===== src/bb_bus_pkg.sv =====
// Blackbone bus definitions
`default_nettype none

package bb_bus_pkg;

  //////////////////////////////////////////////////////////////////////
  // Default widths
  //////////////////////////////////////////////////////////////////////

  localparam int unsigned AW_DEF      = 32;  // Byte address width
  localparam int unsigned DW_DEF      = 32;  // Data word width
  localparam int unsigned LMEM_AW_DEF = 8;   // 256 words of local memory

  //////////////////////////////////////////////////////////////////////
  // Slave select
  //////////////////////////////////////////////////////////////////////

  // Target of one bus access. SLV_NONE also marks writes on the return path.
  typedef enum logic [1:0] {
    SLV_LMEM,  // Local data memory
    SLV_BOOT,  // Boot ROM
    SLV_EXT,   // External memory window
    SLV_NONE   // Unmapped
  } slave_sel_e;

  //////////////////////////////////////////////////////////////////////
  // Bus timing
  //////////////////////////////////////////////////////////////////////

  // Cycles from slave enable to valid slave data
  localparam int unsigned BUS_RD_LAT = 1;

endpackage : bb_bus_pkg

`default_nettype wire


===== src/bb_resp_return.sv =====
// Response return
`timescale 1ns/100ps
`default_nettype none

module bb_resp_return import bb_bus_pkg::*; #(
  parameter int unsigned DW = DW_DEF
) (
  input  wire           clk,
  input  wire           arst_n_i,
  input  wire           req_i,
  input  wire           rd_valid_i,
  input  wire  [DW-1:0] rd_data_i,
  output logic          ack_o,
  output logic [DW-1:0] rdata_o,
  output logic          done_o
);

  always_ff @(posedge clk or negedge arst_n_i) begin
    if (!arst_n_i) begin
      ack_o   <= 1'b0;
      rdata_o <= '0;
    end else if (rd_valid_i) begin
      ack_o   <= 1'b1;       // Data and ack leave together
      rdata_o <= rd_data_i;
    end else if (ack_o && !req_i) begin
      ack_o   <= 1'b0;       // Master closed the handshake
    end
  end

  assign done_o = ack_o;  // Capture rearms once this falls

  // Capture only issues on req, so the answer must find req still up
  a_ack_in_req : assert property (
    @(posedge clk) disable iff (!arst_n_i) $rose(ack_o) |-> $past(req_i)
  );

endmodule : bb_resp_return

`default_nettype wire


===== config.mk =====
export PLATFORM = sky130hd
export DESIGN_NAME = bb_resp_return
export DESIGN_NICKNAME = d
export VERILOG_FILES = /design/src/bb_bus_pkg.sv /design/src/bb_resp_return.sv
export SDC_FILE = /design/constraint.sdc
export NUM_CORES = 1
export LEC_CHECK = 0
export BUFFER_PORTS_ARGS = -buffer_cell sky130_fd_sc_hd__buf_2
export CAP_MARGIN = 0
export CORE_MARGIN = 2
export CORE_UTILIZATION = 45
export CTS_CLUSTER_DIAMETER = 80
export DETAILED_ROUTE_END_ITERATION = 7
export HOLD_SLACK_MARGIN = 0.08
export PLACE_DENSITY = 0.79
export SYNTH_ARGS = -nofsm -noshare
export SYNTH_HDL_FRONTEND = slang
export SYNTH_SLANG_ARGS = --single-unit

===== constraint.sdc =====
create_clock -name clk -period 1.52 [get_ports clk]
set_input_delay 0.152 -clock clk [delete_from_list [all_inputs] [get_ports clk]]
set_output_delay 0.152 -clock clk [all_outputs]
set_load 0.01 [all_outputs]

==> flow_summary.ini <==
[outcome]
status = completed

[drt]
ant_nets = 0
post_drt_via_cell_ratio = 4.687
route.vias.total = 989
detailedRoute.firstPassIterationCount = 2
drc_errors = 0
drt_iter0_markers = 22
route.detailed.wl_per_inst_um = 13.99
routed_wl_mm = 2.951

[synthesis]
ys_types = 7
postSynthCellCount = 71
synth_top_cell_by_area = dfrtp_1
synth.yosys.seq_area_share_pct = 59.78
yosysWarnings = 0
synth-seq-cells = 33
synth.net_count = 107
synthesis.area_per_instance_um2 = 19.46
synth.cell_area_mm2 = 0.001381
synth_top_area_share_pct = 59.78
yosys-top-cells-area = dfrtp_1, mux2_4, buf_12, mux2_2, buf_6

[critical_path]
cp-start-kind = flip-flop
critical_path.n_buffers_inverters = 1
critPathMaxFanout = 3
critPathKind = flip-flop to output port
cp.required_ns = 1.37
timing.critical_path.cells = buf_2
crit_slowest_cell = dfrtp_1
cp_data_arrival_time_ns = 0.87
critical_path.max_stage_delay_ns = 0.40
critPathTopFamily = flip-flops
cp-end-kind = output port

[die]
floorplan.initialDensity_pct = 46.39
placeableCoreArea_mm2 = 0.002978
die_h_um = 59.41
fp.dieArea_mm2 = 0.003529
fp-row-count = 20
floorplan.die.width_um = 59.41
design.portCount = 70

[finish]
layout.cells.most_common = buf_2
insertedDiodeCount = 0
count_of_fill_cells_added_during_filler_insertion = 209
drive_above_1_share_pct = 60.11
nets = 213
area_growth_from_synthesis_to_final_layout_pct = 51.90
most-common-layout-cells = buf_2, dlygate4sd3_1, dfrtp_1
layout.cells.non_filler = 211

[cts]
number_of_gates_resized_after_cts = 0
clkSinkCount = 33
later_pin_clock_latency_in_the_skew_report_ns = 0.32
tritoncts.num_buffers = 5
hold_bufs_at_cts = 34
clock_path_buffers = 2
clk_pin_slew_worst_setup_hold_paths_ns = 0.09
maximum_level_of_the_cts_h_tree = 2
postCtsSetupRepairBufs = 0
tritoncts = done
cts.root.buffer_cell = clkbuf_4

[global_routing]
globalRouteOverflowTotal = 0
global_route.usage.met2_pct = 31.71
use_met3_pct = 7.642
grt.busiest_layer = met2
global_route_wire_length_before_repair_mm = 4.878
grt_start_max_net_pins = 34
grt.total_usage_pct = 19.10
number_of_antenna_violations_at_the_first_check_in_global_routing = 0
grt.met1_usage_pct = 21.07
first_global_vias = 1135

[sta]
period_minus_slack_ns = 1.018
setup_tns_ns = 0
final_min_period_over_clock_period_pct = 67.01
worst-slew-pin-transition_ns = 0.7080
clock-skew-final_ns = 0
slew_headroom_pct = 52.80
hold_viol = 0
setup_viol = 0
unrepaired_setup_endpoints_after_global_routing = false
final_number_of_max_transition_violations = 0
timing.fmax_mhz = 981.8

[placed_design]
hpwlAfterDp_mm = 1.709
place.gp.congestion = 0.6723
placed_instance_count = 169
port_buffers = 69

[run]
max_cap_viol_count = 0

[power]
p_total_mw = 1.895
power-per-cell-area_mw_per_mm2 = 902.9
power.leakage_nw = 1.089
peakVddDrop_mv = 0.5643

[min_path]
hold_path_class = input pin to flip-flop
==> path summary, 6_finish.rpt <==
check | from | endpoint | slack (ns) | depth (start not counted)
max in group asynchronous | arst_n_i | rdata_o[7] | 0.64 | 2
worst max-delay path | ack_o | done_o | 0.50 | 1
worst min register to register | rdata_o[2] | rdata_o[2] | 0.51 | 1
min in group asynchronous | arst_n_i | rdata_o[6] | 0.42 | 2
worst min-delay path | rd_valid_i | ack_o | 0.34 | 3
worst max register to register | rdata_o[18] | rdata_o[18] | 0.74 | 1
==> per-layer routing <==
layer	wire length (um)	up-vias	part of all wire (%)
li1	-	456	-
met1	1175	483	40
met2	1536	42	52
met3	188	8	6.4
met4	51	0	1.7
met5	0	-	0
==> through the flow <==
stage	instance area [um^2]	hold slack (ns)	setup WS, ns	utilization [%]
after floorplan	1381	-0.1436	0.6958	-
after global placement	1709	0.2225	0.5469	57.39
after detailed placement	1709	0.2542	0.5187	57.39
after CTS	2098	0.3250	0.4781	70.46
after global routing	2098	0.3397	0.4344	70.46
final	2098	0.3442	0.5015	70.46
==> cell type report <==
cell class                 count  area [um^2]  share of cell area, %
sequential                    33        825.8                  39.36
tap                           33        41.29                  1.968
clock buffer                   8        48.80                  2.326
multi-input combinational     33        476.7                  22.72
timing repair buffer         104        705.7                  33.63
==> kinds of logic (layout without fill, tap and decap cells) <==
logic type,Yosys count,count (layout),synth area share [%]
flip-flops,33,33,59.78
multiplexers,32,32,33.97
AO/OA/AOI/OAI,1,1,0.5437
buffers and inverters,5,112,5.707
==> power by group <==
group          switching [mW]  total [mW]  internal, mW  leakage (nW)
registers              0.0475        1.01         0.964         0.385
clock network           0.260       0.444         0.184        0.0265
logic                   0.165       0.439         0.274         0.678
==> registers in the layout (all words and copies together), names as in the netlist <==
register	flops
rdata_o	32
ack_o	1
==> cells in the mapped netlist (all sizes together) <==
cell,instances
buf,5
dfrtp,33
a21o,1
mux2,32
No activity file was read; power rests on OpenSTA's default activity.
