File: src/bb_bus_pkg.sv
// Blackbone bus definitions
`default_nettype none

package bb_bus_pkg;

  //////////////////////////////////////////////////////////////////////
  // Default widths
  //////////////////////////////////////////////////////////////////////

  localparam int unsigned AW_DEF      = 32;  // Byte address width
  localparam int unsigned DW_DEF      = 32;  // Data word width
  localparam int unsigned LMEM_AW_DEF = 8;   // 256 words of local memory

  //////////////////////////////////////////////////////////////////////
  // Slave select
  //////////////////////////////////////////////////////////////////////

  // Target of one bus access. SLV_NONE also marks writes on the return path.
  typedef enum logic [1:0] {
    SLV_LMEM,  // Local data memory
    SLV_BOOT,  // Boot ROM
    SLV_EXT,   // External memory window
    SLV_NONE   // Unmapped
  } slave_sel_e;

  //////////////////////////////////////////////////////////////////////
  // Bus timing
  //////////////////////////////////////////////////////////////////////

  // Cycles from slave enable to valid slave data
  localparam int unsigned BUS_RD_LAT = 1;

endpackage : bb_bus_pkg

`default_nettype wire

File: src/bb_req_capture.sv
// Request capture
`timescale 1ns/100ps
`default_nettype none

module bb_req_capture import bb_bus_pkg::*; #(
  parameter int unsigned AW = AW_DEF,
  parameter int unsigned DW = DW_DEF
) (
  input  wire           clk,
  input  wire           arst_n_i,
  input  wire           req_i,
  input  wire           we_i,
  input  wire  [AW-1:0] addr_i,
  input  wire  [DW-1:0] wdata_i,
  input  wire           done_i,
  output logic          bus_en_o,
  output logic          bus_we_o,
  output logic [AW-1:0] bus_addr_o,
  output logic [DW-1:0] bus_wdata_o
);

  typedef enum logic [1:0] {
    CAP_IDLE,   // Armed, waiting for req
    CAP_BUSY,   // Access issued, waiting for ack
    CAP_DRAIN   // Ack seen, waiting for it to fall
  } cap_state_e;

  cap_state_e state_q;

  logic start;

  assign start = (state_q == CAP_IDLE) && req_i;

  always_ff @(posedge clk or negedge arst_n_i) begin
    if (!arst_n_i) begin
      state_q  <= CAP_IDLE;
      bus_en_o <= 1'b0;
    end else begin
      bus_en_o <= start;  // One pulse per transaction
      case (state_q)
        CAP_IDLE:  if (req_i) state_q <= CAP_BUSY;
        CAP_BUSY:  if (done_i) state_q <= CAP_DRAIN;
        CAP_DRAIN: if (!done_i) state_q <= CAP_IDLE;  // Handshake closed
        default:   state_q <= CAP_IDLE;
      endcase
    end
  end

  // Request fields held for the whole access
  always_ff @(posedge clk) begin
    if (start) begin
      bus_we_o    <= we_i;
      bus_addr_o  <= addr_i;
      bus_wdata_o <= wdata_i;
    end
  end

  // A held req must not start a second access
  a_single_pulse : assert property (
    @(posedge clk) disable iff (!arst_n_i) bus_en_o |=> !bus_en_o
  );

endmodule : bb_req_capture

`default_nettype wire

File: config.mk
export PLATFORM = sky130hd
export DESIGN_NAME = bb_req_capture
export DESIGN_NICKNAME = d
export VERILOG_FILES = /design/src/bb_bus_pkg.sv /design/src/bb_req_capture.sv
export SDC_FILE = /design/constraint.sdc
export NUM_CORES = 1
export LEC_CHECK = 0
export ABC_AREA = 1
export BUFFER_PORTS_ARGS = -buffer_cell sky130_fd_sc_hd__buf_2
export CAP_MARGIN = 20
export CORE_MARGIN = 4
export CORE_UTILIZATION = 44
export DETAILED_ROUTE_END_ITERATION = 8
export PLACE_DENSITY = 0.83
export SYNTH_ARGS = -nofsm -noshare
export SYNTH_HDL_FRONTEND = slang
export SYNTH_SLANG_ARGS = --single-unit
export TNS_END_PERCENT = 50
File: constraint.sdc
create_clock -name clk -period 7.1 [get_ports clk]
set_input_delay 0.71 -clock clk [delete_from_list [all_inputs] [get_ports clk]]
set_output_delay 0.71 -clock clk [all_outputs]
set_load 0.05 [all_outputs]
==> flow_metrics.env, run 1 <==
export IMPL_syn_nets=148
export IMPL_cts_tree="yes"
export IMPL_synth_xor_xnor_area_share_pct=0
export IMPL_grt_overflow=0
export IMPL_die_area_um2=5871
export IMPL_seqPwrFrac_pct=43.2
export IMPL_cts_setup_buffers=0
export IMPL_leakagePower_nw=1.325
export IMPL_intPower_uw=818.2
export IMPL_arrival_ps=1870
export IMPL_yosys_area_share_simple_pct=1.449
export IMPL_io_pins=135
export IMPL_port_buffers=134
export IMPL_swShare_pct=38.61
export IMPL_die_w_um=76.62
export IMPL_grt_antenna_before_repair=0
export IMPL_synth_area_per_cell_um2=26.23
export IMPL_cap_violations=0
export IMPL_vias=1286
export IMPL_slew_headroom_pct=65.61
export IMPL_dp_hpwl_um=3624
export IMPL_ys_types=6
export IMPL_crit_family="buffers and inverters"
export IMPL_setup_slack_ps=5195
export IMPL_grt_max_degree=42
export IMPL_setup_viol=0
export IMPL_slew_viol_final=0
export IMPL_placed_area_um2=2815
export IMPL_critPathBufInv=2
export IMPL_final_nets=294
export IMPL_crit_chain="nor2_1 > nand2_1 > inv_2 > buf_4"
export IMPL_fin_util_pct=68.16
export IMPL_grt_pass1_vias=1385
export IMPL_finalCritPeriodShare_pct=26.83
export IMPL_cp_data_required_time_ps=7060
export IMPL_synth_compound_area_share_pct=0
export IMPL_hold_slack_ps=172.4
export IMPL_clk_latency_ps=320
export IMPL_hold_class="primary input to async pin"
export IMPL_finalCriticalPeriod_ps=1905
export IMPL_synth_top_family_by_area="simple AND/OR/NAND/NOR gates"
export IMPL_crit_path_max_fanout=41
export IMPL_clockBufferDepth=2
export IMPL_yosys_area_share_adder_pct=0
export IMPL_clkTransAtPathRegs_ps=70
export IMPL_status="finished clean"
export IMPL_cts_root_buffer_cell="clkbuf_8"
export IMPL_fin_skew_ps=4.428
export IMPL_rsz0062_at_grt="false"
export IMPL_multi_input_area_um2=30.03
export IMPL_ant_nets=0
export IMPL_coreArea_um2=4444
export IMPL_crit_slowest_cell="buf_4"
export IMPL_cts_inserted_buffers=9
export IMPL_wl_per_cell_um=16.82
export IMPL_gp_congestion=0.7483
export IMPL_synth_area_um2=2072
export IMPL_worst_path_stages=4
export IMPL_drive_above_1_share_pct=65.65
export IMPL_power_density_nw_per_um2=440.0
export IMPL_start_util_pct=46.62
export IMPL_htreeDepth=3
export IMPL_netlist_instances=79
export IMPL_path_class="flop to flop"
export IMPL_holdBufCountCts=0
export IMPL_p_comb_share_pct=31.8
export IMPL_cts_sinks=68
export IMPL_fmax_mhz=525.0
export IMPL_fp_row_count=24
export IMPL_diodes=0
export IMPL_tightest_slew_ps=515.0
export IMPL_grt_pass1_wl_um=7162
export IMPL_final_area_um2=3029
export IMPL_slowest_delay_ps=530
export IMPL_areaGrowthSynthToFinish_pct=46.20
export IMPL_nFillCells=316
export IMPL_dp_slack_ps=4905
export IMPL_ir_drop_mv=0.2330
export IMPL_p_switching_uw=514.6
export IMPL_drc=0
export IMPL_dr_pass1_iters=4
export IMPL_seqCellArea_um2=2027
export IMPL_ys_warn_count=0
export IMPL_synth_seq_cells=68
export IMPL_viasPerCell=4.560
export IMPL_ctsResizeCount=0
export IMPL_gr_usage_all_layers_pct=16.84
export IMPL_die_h_um=76.62
export IMPL_worstSetupStartpointType="flop"
export IMPL_wl_um=4743
export IMPL_r2r_cells=4
export IMPL_clkPwrFrac_pct=25.0
export IMPL_setup_tns_ps=0
export IMPL_hold_viol=0
export IMPL_drt_iter0_markers=83
export IMPL_yosysSeqAreaShare_pct=97.83
export IMPL_end_kind="flop"
export IMPL_synthMuxAreaShare_pct=0
## metrics by stage
stage	cells	power (mW)
after global placement	266	1.003
after floorplan	79	0.9060
after global routing	282	1.387
after detailed placement	266	1.012
final	282	1.333
after CTS	282	1.349
## synth_stat cells (all sizes together)
cell | count | area (µm²)
dfrtp | 3 | 75.07
edfxtp | 65 | 1952
inv | 4 | 15.01
nand2 | 3 | 11.26
nand3 | 3 | 15.01
nor2 | 1 | 3.750
## registers in the layout (all words and copies together) (netlist names)
register and flops:
bus_addr_o 32, bus_wdata_o 32, state_q 2, bus_en_o 1, bus_we_o 1
## worst register-to-register path: stages, from the launching register on
cell	delay, ps
dfrtp_1	410
nor2_1	120
nand2_1	80
inv_2	390
buf_4	530
## final timing paths
kind	start	to	slack [ps]
max in group asynchronous	arst_n_i	bus_en_o$_DFF_PN0_	6820
min in group clk	state_q[1]$_DFFE_PN0P_	state_q[1]$_DFFE_PN0P_	540
max reg2reg	state_q[0]$_DFFE_PN0P_	bus_addr_o[16]$_DFFE_PP_	5200
min	arst_n_i	state_q[1]$_DFFE_PN0P_	170
min reg2reg	state_q[1]$_DFFE_PN0P_	state_q[1]$_DFFE_PN0P_	540
max	state_q[0]$_DFFE_PN0P_	bus_addr_o[16]$_DFFE_PP_	5200
## power by group through the flow
stage	clock network (mW)	registers, mW	logic, mW
after floorplan	0	0.862	0.0443
after global placement	0	0.580	0.423
after detailed placement	0	0.584	0.428
after CTS	0.344	0.576	0.428
after global routing	0.361	0.583	0.443
final	0.333	0.575	0.424
## area by class of cell
type / instances / share of cell area (%)
flip-flops and latches: 68 / 66.91
repair buffers: 135 / 22.39
clock buffers: 9 / 4.089
clock inverters: 7 / 2.974
well taps: 52 / 2.148
multi-input cells: 7 / 0.9913
inverters: 4 / 0.4957
## routing by layer
metal / vias to the layer above / track usage [%] / share of wire [%]
li1: 598 / - / -
met1: 593 / 18.34 / 35
met2: 88 / 28.21 / 53
met3: 7 / 6.619 / 11
met4: 0 / 9.058 / 1.8
met5: - / 0 / 0
## logic make-up (layout without fill, tap and decap cells)
group	count (synthesis)	after routing
buffers and inverters	4	155
flip-flops	68	68
AND/OR/NAND/NOR	7	7
## layout by cell type (no fill, tap or decap)
cell type and n:
buf_2 134, buf_4 1, bufinv_16 2, clkbuf_8 9
clkinv_1 1, clkinv_2 2, clkinvlp_4 1, dfrtp_1 3
edfxtp_1 65, inv_1 3, inv_2 1, inv_6 1
nand2_1 3, nand3_1 3, nor2_1 1
Power figures use the tool's default switching activity.
==> run 2, diff against run 1 <==
Settings changed: ABC_AREA 1 to 0, CORE_UTILIZATION 44 to 37, PLACE_DENSITY 0.83 to 0.75.
Clock period 7.1 ns to 1.6 ns, I/O delays scaled along.
==> run 2 against run 1 <==
Effect of this change: critical path depth shrank 2; non-clock buffer count rose by 61; via count is 17% higher; synthesized cell count down 6.3%; count of clock-buffer cells in the layout up 1; utilization increased by 1.8 points; fmax up 42%; synthesized area unchanged; clock skew is 10 ps higher; die area grew 17%; routed wire length up 22%.
==> flow_metrics.env, run 2 <==
export IMPL_status="finished clean"
export IMPL_synth_area_leaders="edfxtp_1 94%, dfrtp_1 3.6%, a21oi_2 0.42%, xor2_1 0.42%, nor3b_1 0.36%"
export IMPL_synth_seq_cells=68
export IMPL_crit_chain="nor3b_4 > buf_4"
export IMPL_netlist_instances=74
export IMPL_setup_tns_ps=0
export IMPL_synth_compound_area_share_pct=0.4227
export IMPL_fin_skew_ps=14.84
export IMPL_ys_types=8
export IMPL_ys_top_cells_by_count="65 x edfxtp_1, 3 x dfrtp_1"
export IMPL_layout_common_cells="134 x buf_2, 65 x edfxtp_1, 60 x dlygate4sd3_1, 9 x clkbuf_8, 3 x dfrtp_1"
export IMPL_yosys_area_share_simple_pct=1.329
export IMPL_synth_main_ff_cell="edfxtp_1"
export IMPL_final_common_cell="buf_2"
export IMPL_die_area_um2=6861
export IMPL_grt_max_degree=46
export IMPL_crit_path_max_fanout=21
export IMPL_finalCritPeriodShare_pct=83.89
export IMPL_fmax_mhz=745.0
export IMPL_async_flop_share_pct=4.412
export IMPL_dr_pass1_iters=4
export IMPL_crit_slowest_cell="dfrtp_1"
export IMPL_tightest_slew_ps=269.9
export IMPL_finalPower_mw=6.238
export IMPL_synth_edf_count=65
export IMPL_gp_congestion=0.8051
export IMPL_ant_nets=0
export IMPL_clk_latency_ps=330
export IMPL_ir_drop_mv=0.8279
export IMPL_coreArea_um2=5270
export IMPL_wl_um=5770
export IMPL_grt_pass1_wl_um=9032
export IMPL_cts_tree="yes"
export IMPL_finalCriticalPeriod_ps=1342
export IMPL_ctsResizeCount=0
export IMPL_die_w_um=82.83
export IMPL_drc=0
export IMPL_vias=1510
export IMPL_yosys_area_top_type="edfxtp_1"
export IMPL_crit_family="flip-flops"
export IMPL_drive_above_1_share_pct=53.50
export IMPL_slew_viol_final=0
export IMPL_synth_area_um2=2072
export IMPL_dp_hpwl_um=3482
export IMPL_start_util_pct=39.32
export IMPL_yosysSeqAreaShare_pct=97.83
export IMPL_clockBufferDepth=2
export IMPL_fp_row_count=26
export IMPL_power_density_nw_per_um2=1692
export IMPL_hold_class="primary input to flop"
export IMPL_grt_pass1_vias=1691
export IMPL_die_h_um=82.83
export IMPL_arrival_ps=1350
export IMPL_r2r_setup_slack_ps=260
export IMPL_htreeDepth=3
export IMPL_rsz0062_at_grt="false"
export IMPL_slowest_delay_ps=430
export IMPL_critPathBufInv=1
export IMPL_synth_area_per_cell_um2=28.00
export IMPL_top_regs="bus_addr_o: 32 flops, bus_wdata_o: 32 flops, state_q: 2 flops"
export IMPL_cts_sinks=68
export IMPL_final_nets=350
export IMPL_setup_viol=0
export IMPL_io_pins=135
export IMPL_grt_overflow=0
export IMPL_viasPerCell=4.242
export IMPL_synthMuxAreaShare_pct=0
export IMPL_synth_top_family_by_area="simple AND/OR/NAND/NOR gates"
export IMPL_synth_xor_xnor_area_share_pct=0.4227
export IMPL_cap_violations=0
export IMPL_path_class="flop to flop"
export IMPL_drt_iter0_markers=70
export IMPL_synth_top_cell_area_share_pct=94.20
export IMPL_wl_per_cell_um=16.21
export IMPL_syn_nets=143
export IMPL_grt_antenna_before_repair=0
export IMPL_end_kind="flop"
export IMPL_ys_warn_count=0
export IMPL_slew_headroom_pct=82.13
export IMPL_cts_inserted_buffers=9
export IMPL_gr_usage_all_layers_pct=17.43
export IMPL_areaGrowthSynthToFinish_pct=77.90
export IMPL_yosys_area_share_adder_pct=0
export IMPL_yosysMostFrequentCell="edfxtp_1"
export IMPL_hold_viol=0
export IMPL_cts_root_buffer_cell="clkbuf_8"
export IMPL_cp_data_required_time_ps=1610
export IMPL_cts_setup_buffers=0
export IMPL_clkTransAtPathRegs_ps=70
export IMPL_port_buffers=134
export IMPL_holdBufCountCts=59
export IMPL_leakagePower_nw=1.566
export IMPL_diodes=0
export IMPL_worstSetupStartpointType="flop"
-- run 2: changes by cell type after synthesis --
cell	previous run	this run
a21oi_2	0	1
and2_1	0	1
inv_1	4	0
nand2_1	3	0
nand2b_1	0	1
nand3_1	3	0
nor2_1	1	0
nor3b_1	0	1
or2b_1	0	1
xor2_1	0	1
-- run 2: logic make-up (layout without fill, tap and decap cells) --
kind of cell,Yosys count,after routing
AO/OA/AOI/OAI,1,1
buffers and inverters,0,212
XOR/XNOR,1,1
AND/OR/NAND/NOR,4,4
flip-flops,68,68
-- run 2: final timing paths --
check | from | cells after the start | endpoint
max in group asynchronous | arst_n_i | 2 | state_q[1]$_DFFE_PN0P_
worst max-delay path | state_q[0]$_DFFE_PN0P_ | 2 | bus_addr_o[28]$_DFFE_PP_
worst min register to register | state_q[1]$_DFFE_PN0P_ | 1 | state_q[0]$_DFFE_PN0P_
worst min-delay path | wdata_i[10] | 1 | bus_wdata_o[10]$_DFFE_PP_
min in group asynchronous | arst_n_i | 2 | bus_en_o$_DFF_PN0_
worst max register to register | state_q[0]$_DFFE_PN0P_ | 2 | bus_addr_o[28]$_DFFE_PP_
-- run 2: final cells by class --
type | instances | area (µm²)
flip-flops and latches | 68 | 2027
fillers | 340 | 1584
repair buffers | 196 | 1299
clock buffers | 10 | 127.6
clock inverters | 6 | 88.84
well taps | 70 | 87.58
multi-input cells | 6 | 56.30
-- run 2: worst reg2reg max path: stages (launching register included) --
cell and delay (ps):
dfrtp_1 430, nor3b_4 270, buf_4 320
-- run 2: power breakdown --
part | total, mW | leakage, nW | switching (mW) | internal, mW
clock network | 1.50 | 0.102 | 0.623 | 0.878
logic | 2.13 | 0.814 | 1.66 | 0.471
registers | 2.61 | 0.649 | 0.134 | 2.47
-- run 2: routing by layer --
layer  wire length, µm  global-route usage [%]  vias up  part of all wire, %
met5                 0                       0        -                    0
met4                19                   4.903        0                 0.33
met3               582                   8.416        2                   10
met2              3073                   30.90      103                   53
met1              2095                   18.32      699                   36
li1                  -                       -      706                    -
-- run 2: stage by stage --
stage          instances  instance area [µm²]  hold slack (ps)  worst slack, ps  util, %
2_1_floorplan         74                 2083           -135.6           -975.8        -
6_report             356                 3686            22.78            257.8    69.94
4_1_cts              355                 3676           0.9558            241.0    69.75
3_5_place_dp         280                 2869           -43.41            260.7    54.44
3_3_place_gp         280                 2869           -43.71            299.7    54.44
5_1_grt              356                 3686           0.7208            182.2    69.94
==> run 3, diff against run 2 <==
Settings changed: ABC_AREA 0 to 1.
Clock period 1.6 ns to 1.22 ns, I/O delays scaled along.
==> run 3 against run 2 <==
Effect of this change: the run now ends with negative setup slack left; flip-flop and latch count stayed put; routed wire length up 23%; clock power grew 34%; hold slack better by 30 ps; first-iteration DRC count grew 110%; critical path depth is 3 higher; die area is the same; sequential share of layout area decreased by 3.1 points; register-to-register slack lost 300 ps; count of clock-buffer cells in the layout did not move; fmax grew 6.3%; final area grew 6.1%; largest power group unchanged.
==> flow_metrics.env, run 3 (synthesis results as in run 1) <==
export IMPL_slowest_delay_ps=380
export IMPL_die_area_um2=6861
export IMPL_rsz0062_at_grt="true"
export IMPL_p_switching_mw=3.262
export IMPL_hold_class="primary input to flop"
export IMPL_path_class="flop to flop"
export IMPL_cap_violations=0
export IMPL_top_regs="bus_addr_o: 32 flops, bus_wdata_o: 32 flops, state_q: 2 flops"
export IMPL_worstSetupStartpointType="flop"
export IMPL_gp_congestion=0.7663
export IMPL_clockBufferDepth=2
export IMPL_slew_viol_final=0
export IMPL_wl_per_cell_um=18.75
export IMPL_ant_nets=0
export IMPL_cts_root_buffer_cell="clkbuf_8"
export IMPL_final_common_cell="buf_2"
export IMPL_drc=0
export IMPL_start_util_pct=39.32
export IMPL_cts_inserted_buffers=9
export IMPL_areaGrowthSynthToFinish_pct=88.71
export IMPL_coreArea_um2=5270
export IMPL_ir_drop_mv=1.140
export IMPL_finalCriticalPeriod_ps=1263
export IMPL_fp_row_count=26
export IMPL_grt_pass1_vias=1761
export IMPL_intPower_mw=5.302
export IMPL_setup_viol=61
export IMPL_slew_headroom_pct=81.66
export IMPL_finalCritPeriodShare_pct=103.5
export IMPL_crit_slowest_cell="dfrtp_1"
export IMPL_io_pins=135
export IMPL_arrival_ps=1320
export IMPL_crit_family="buffers and inverters"
export IMPL_hold_slack_ps=53.07
export IMPL_end_kind="flop"
export IMPL_fin_skew_ps=12.27
export IMPL_dr_pass1_iters=4
export IMPL_port_buffers=134
export IMPL_viasPerCell=4.394
export IMPL_crit_chain="nor2_1 > nand2_1 > clkinvlp_4 > buf_12 > clkbuf_16"
export IMPL_vias=1661
export IMPL_instances_no_fill=378
export IMPL_swShare_pct=38.09
export IMPL_die_h_um=82.83
export IMPL_status="finished, violations left"
export IMPL_setup_slack_ps=-42.88
export IMPL_grt_pass1_wl_um=10030
export IMPL_crit_path_max_fanout=9
export IMPL_clkPwrFrac_pct=23.4
export IMPL_violations="negative setup slack"
export IMPL_clk_latency_ps=340
export IMPL_htreeDepth=3
export IMPL_cts_sinks=68
export IMPL_fin_util_pct=74.19
export IMPL_cp_data_required_time_ps=1280
export IMPL_seqPwrFrac_pct=39.3
export IMPL_wl_um=7089
export IMPL_final_nets=372
export IMPL_grt_max_degree=38
export IMPL_critPathBufInv=3
export IMPL_clkTransAtPathRegs_ps=70
export IMPL_leakagePower_nw=1.684
export IMPL_dp_hpwl_um=3722
export IMPL_fmax_mhz=791.8
export IMPL_nFillCells=305
export IMPL_tightest_slew_ps=277.0
export IMPL_drt_iter0_markers=150
export IMPL_drive_above_1_share_pct=52.92
export IMPL_p_comb_share_pct=37.3
export IMPL_die_w_um=82.83
export IMPL_dp_cells=290
export IMPL_layout_common_cells="134 x buf_2, 66 x dlygate4sd3_1, 65 x edfxtp_1, 9 x clkbuf_8, 4 x buf_4"
export IMPL_power_density_nw_per_um2=2190
export IMPL_gr_usage_all_layers_pct=19.67
export IMPL_grt_antenna_before_repair=0
export IMPL_cts_tree="yes"
export IMPL_diodes=0
export IMPL_grt_overflow=0
export IMPL_hold_viol=0
==> run 3: changes by cell type in the layout (fill, tap and decap cells not counted), sizes merged, moves of 3 or more <==
cell	previous run	this run
nand2	0	3
dlygate4sd3	60	66
inv	0	3
nand3	0	3
clkbuf	10	13
buf	136	144
==> run 3: area by class of cell <==
cell class | instances | area [µm²] | share of cell area, %
sequential | 68 | 2027 | 51.84
timing repair buffer | 213 | 1530 | 39.14
clock buffer | 10 | 127.6 | 3.264
clock inverter | 6 | 88.84 | 2.272
tap | 70 | 87.58 | 2.240
multi-input combinational | 7 | 30.03 | 0.7680
inverter | 4 | 18.77 | 0.4800
==> run 3: per-stage QoR <==
step | power, mW | TNS (ps) | area, µm² | setup WS (ps)
2_1_floorplan | 5.269 | -41640 | 2076 | -632.4
3_3_place_gp | 5.981 | -114.3 | 2899 | -5.064
3_5_place_dp | 6.033 | -651.9 | 2899 | -27.62
4_1_cts | 8.186 | -1272 | 3780 | -37.05
5_1_grt | 8.903 | -5936 | 3910 | -106.0
6_report | 8.564 | -1650 | 3910 | -42.88
==> run 3: what timing repair did <==
action,in CTS,in global routing
setup endpoints to repair,51,61
resized for setup,1,3
setup buffers,0,1
hold buffers,66,0
endpoints found under the hold margin,68,0
pin swaps,0,1
cloned,0,5
==> run 3: power by group through the flow <==
| stage | Combinational (mW) | Sequential, mW | Clock, mW |
|---|---|---|---|
| 3_5_place_dp | 2.65 | 3.38 | 0 |
| 6_report | 3.19 | 3.36 | 2.01 |
| 4_1_cts | 2.83 | 3.34 | 2.02 |
| 2_1_floorplan | 0.268 | 5.00 | 0 |
| 5_1_grt | 3.32 | 3.40 | 2.18 |
| 3_3_place_gp | 2.62 | 3.36 | 0 |
==> run 3: routing by layer <==
layer  part of all wire, %  vias to the layer above  track usage (%)
li1                      -                      755                -
met1                    33                      772            20.46
met2                    55                      121            35.35
met3                   9.6                       13            6.931
met4                   2.1                        0            8.915
met5                     0                        -                0
==> run 3: final timing paths <==
path	from	to	slack (ps)	cells after the start
max	state_q[1]$_DFFE_PN0P_	bus_wdata_o[9]$_DFFE_PP_	-40	5
min	done_i	state_q[1]$_DFFE_PN0P_	50	3
max reg2reg	state_q[1]$_DFFE_PN0P_	bus_wdata_o[9]$_DFFE_PP_	-40	5
min reg2reg	state_q[1]$_DFFE_PN0P_	state_q[1]$_DFFE_PN0P_	610	3
max in group asynchronous	arst_n_i	state_q[0]$_DFFE_PN0P_	980	2
min in group asynchronous	arst_n_i	state_q[1]$_DFFE_PN0P_	140	2
==> run 3: tightest hold or removal path, delay by kind of cell <==
kind                   cells  cell delay [ps]
buffers and inverters      1              100
AND/OR/NAND/NOR            2              120
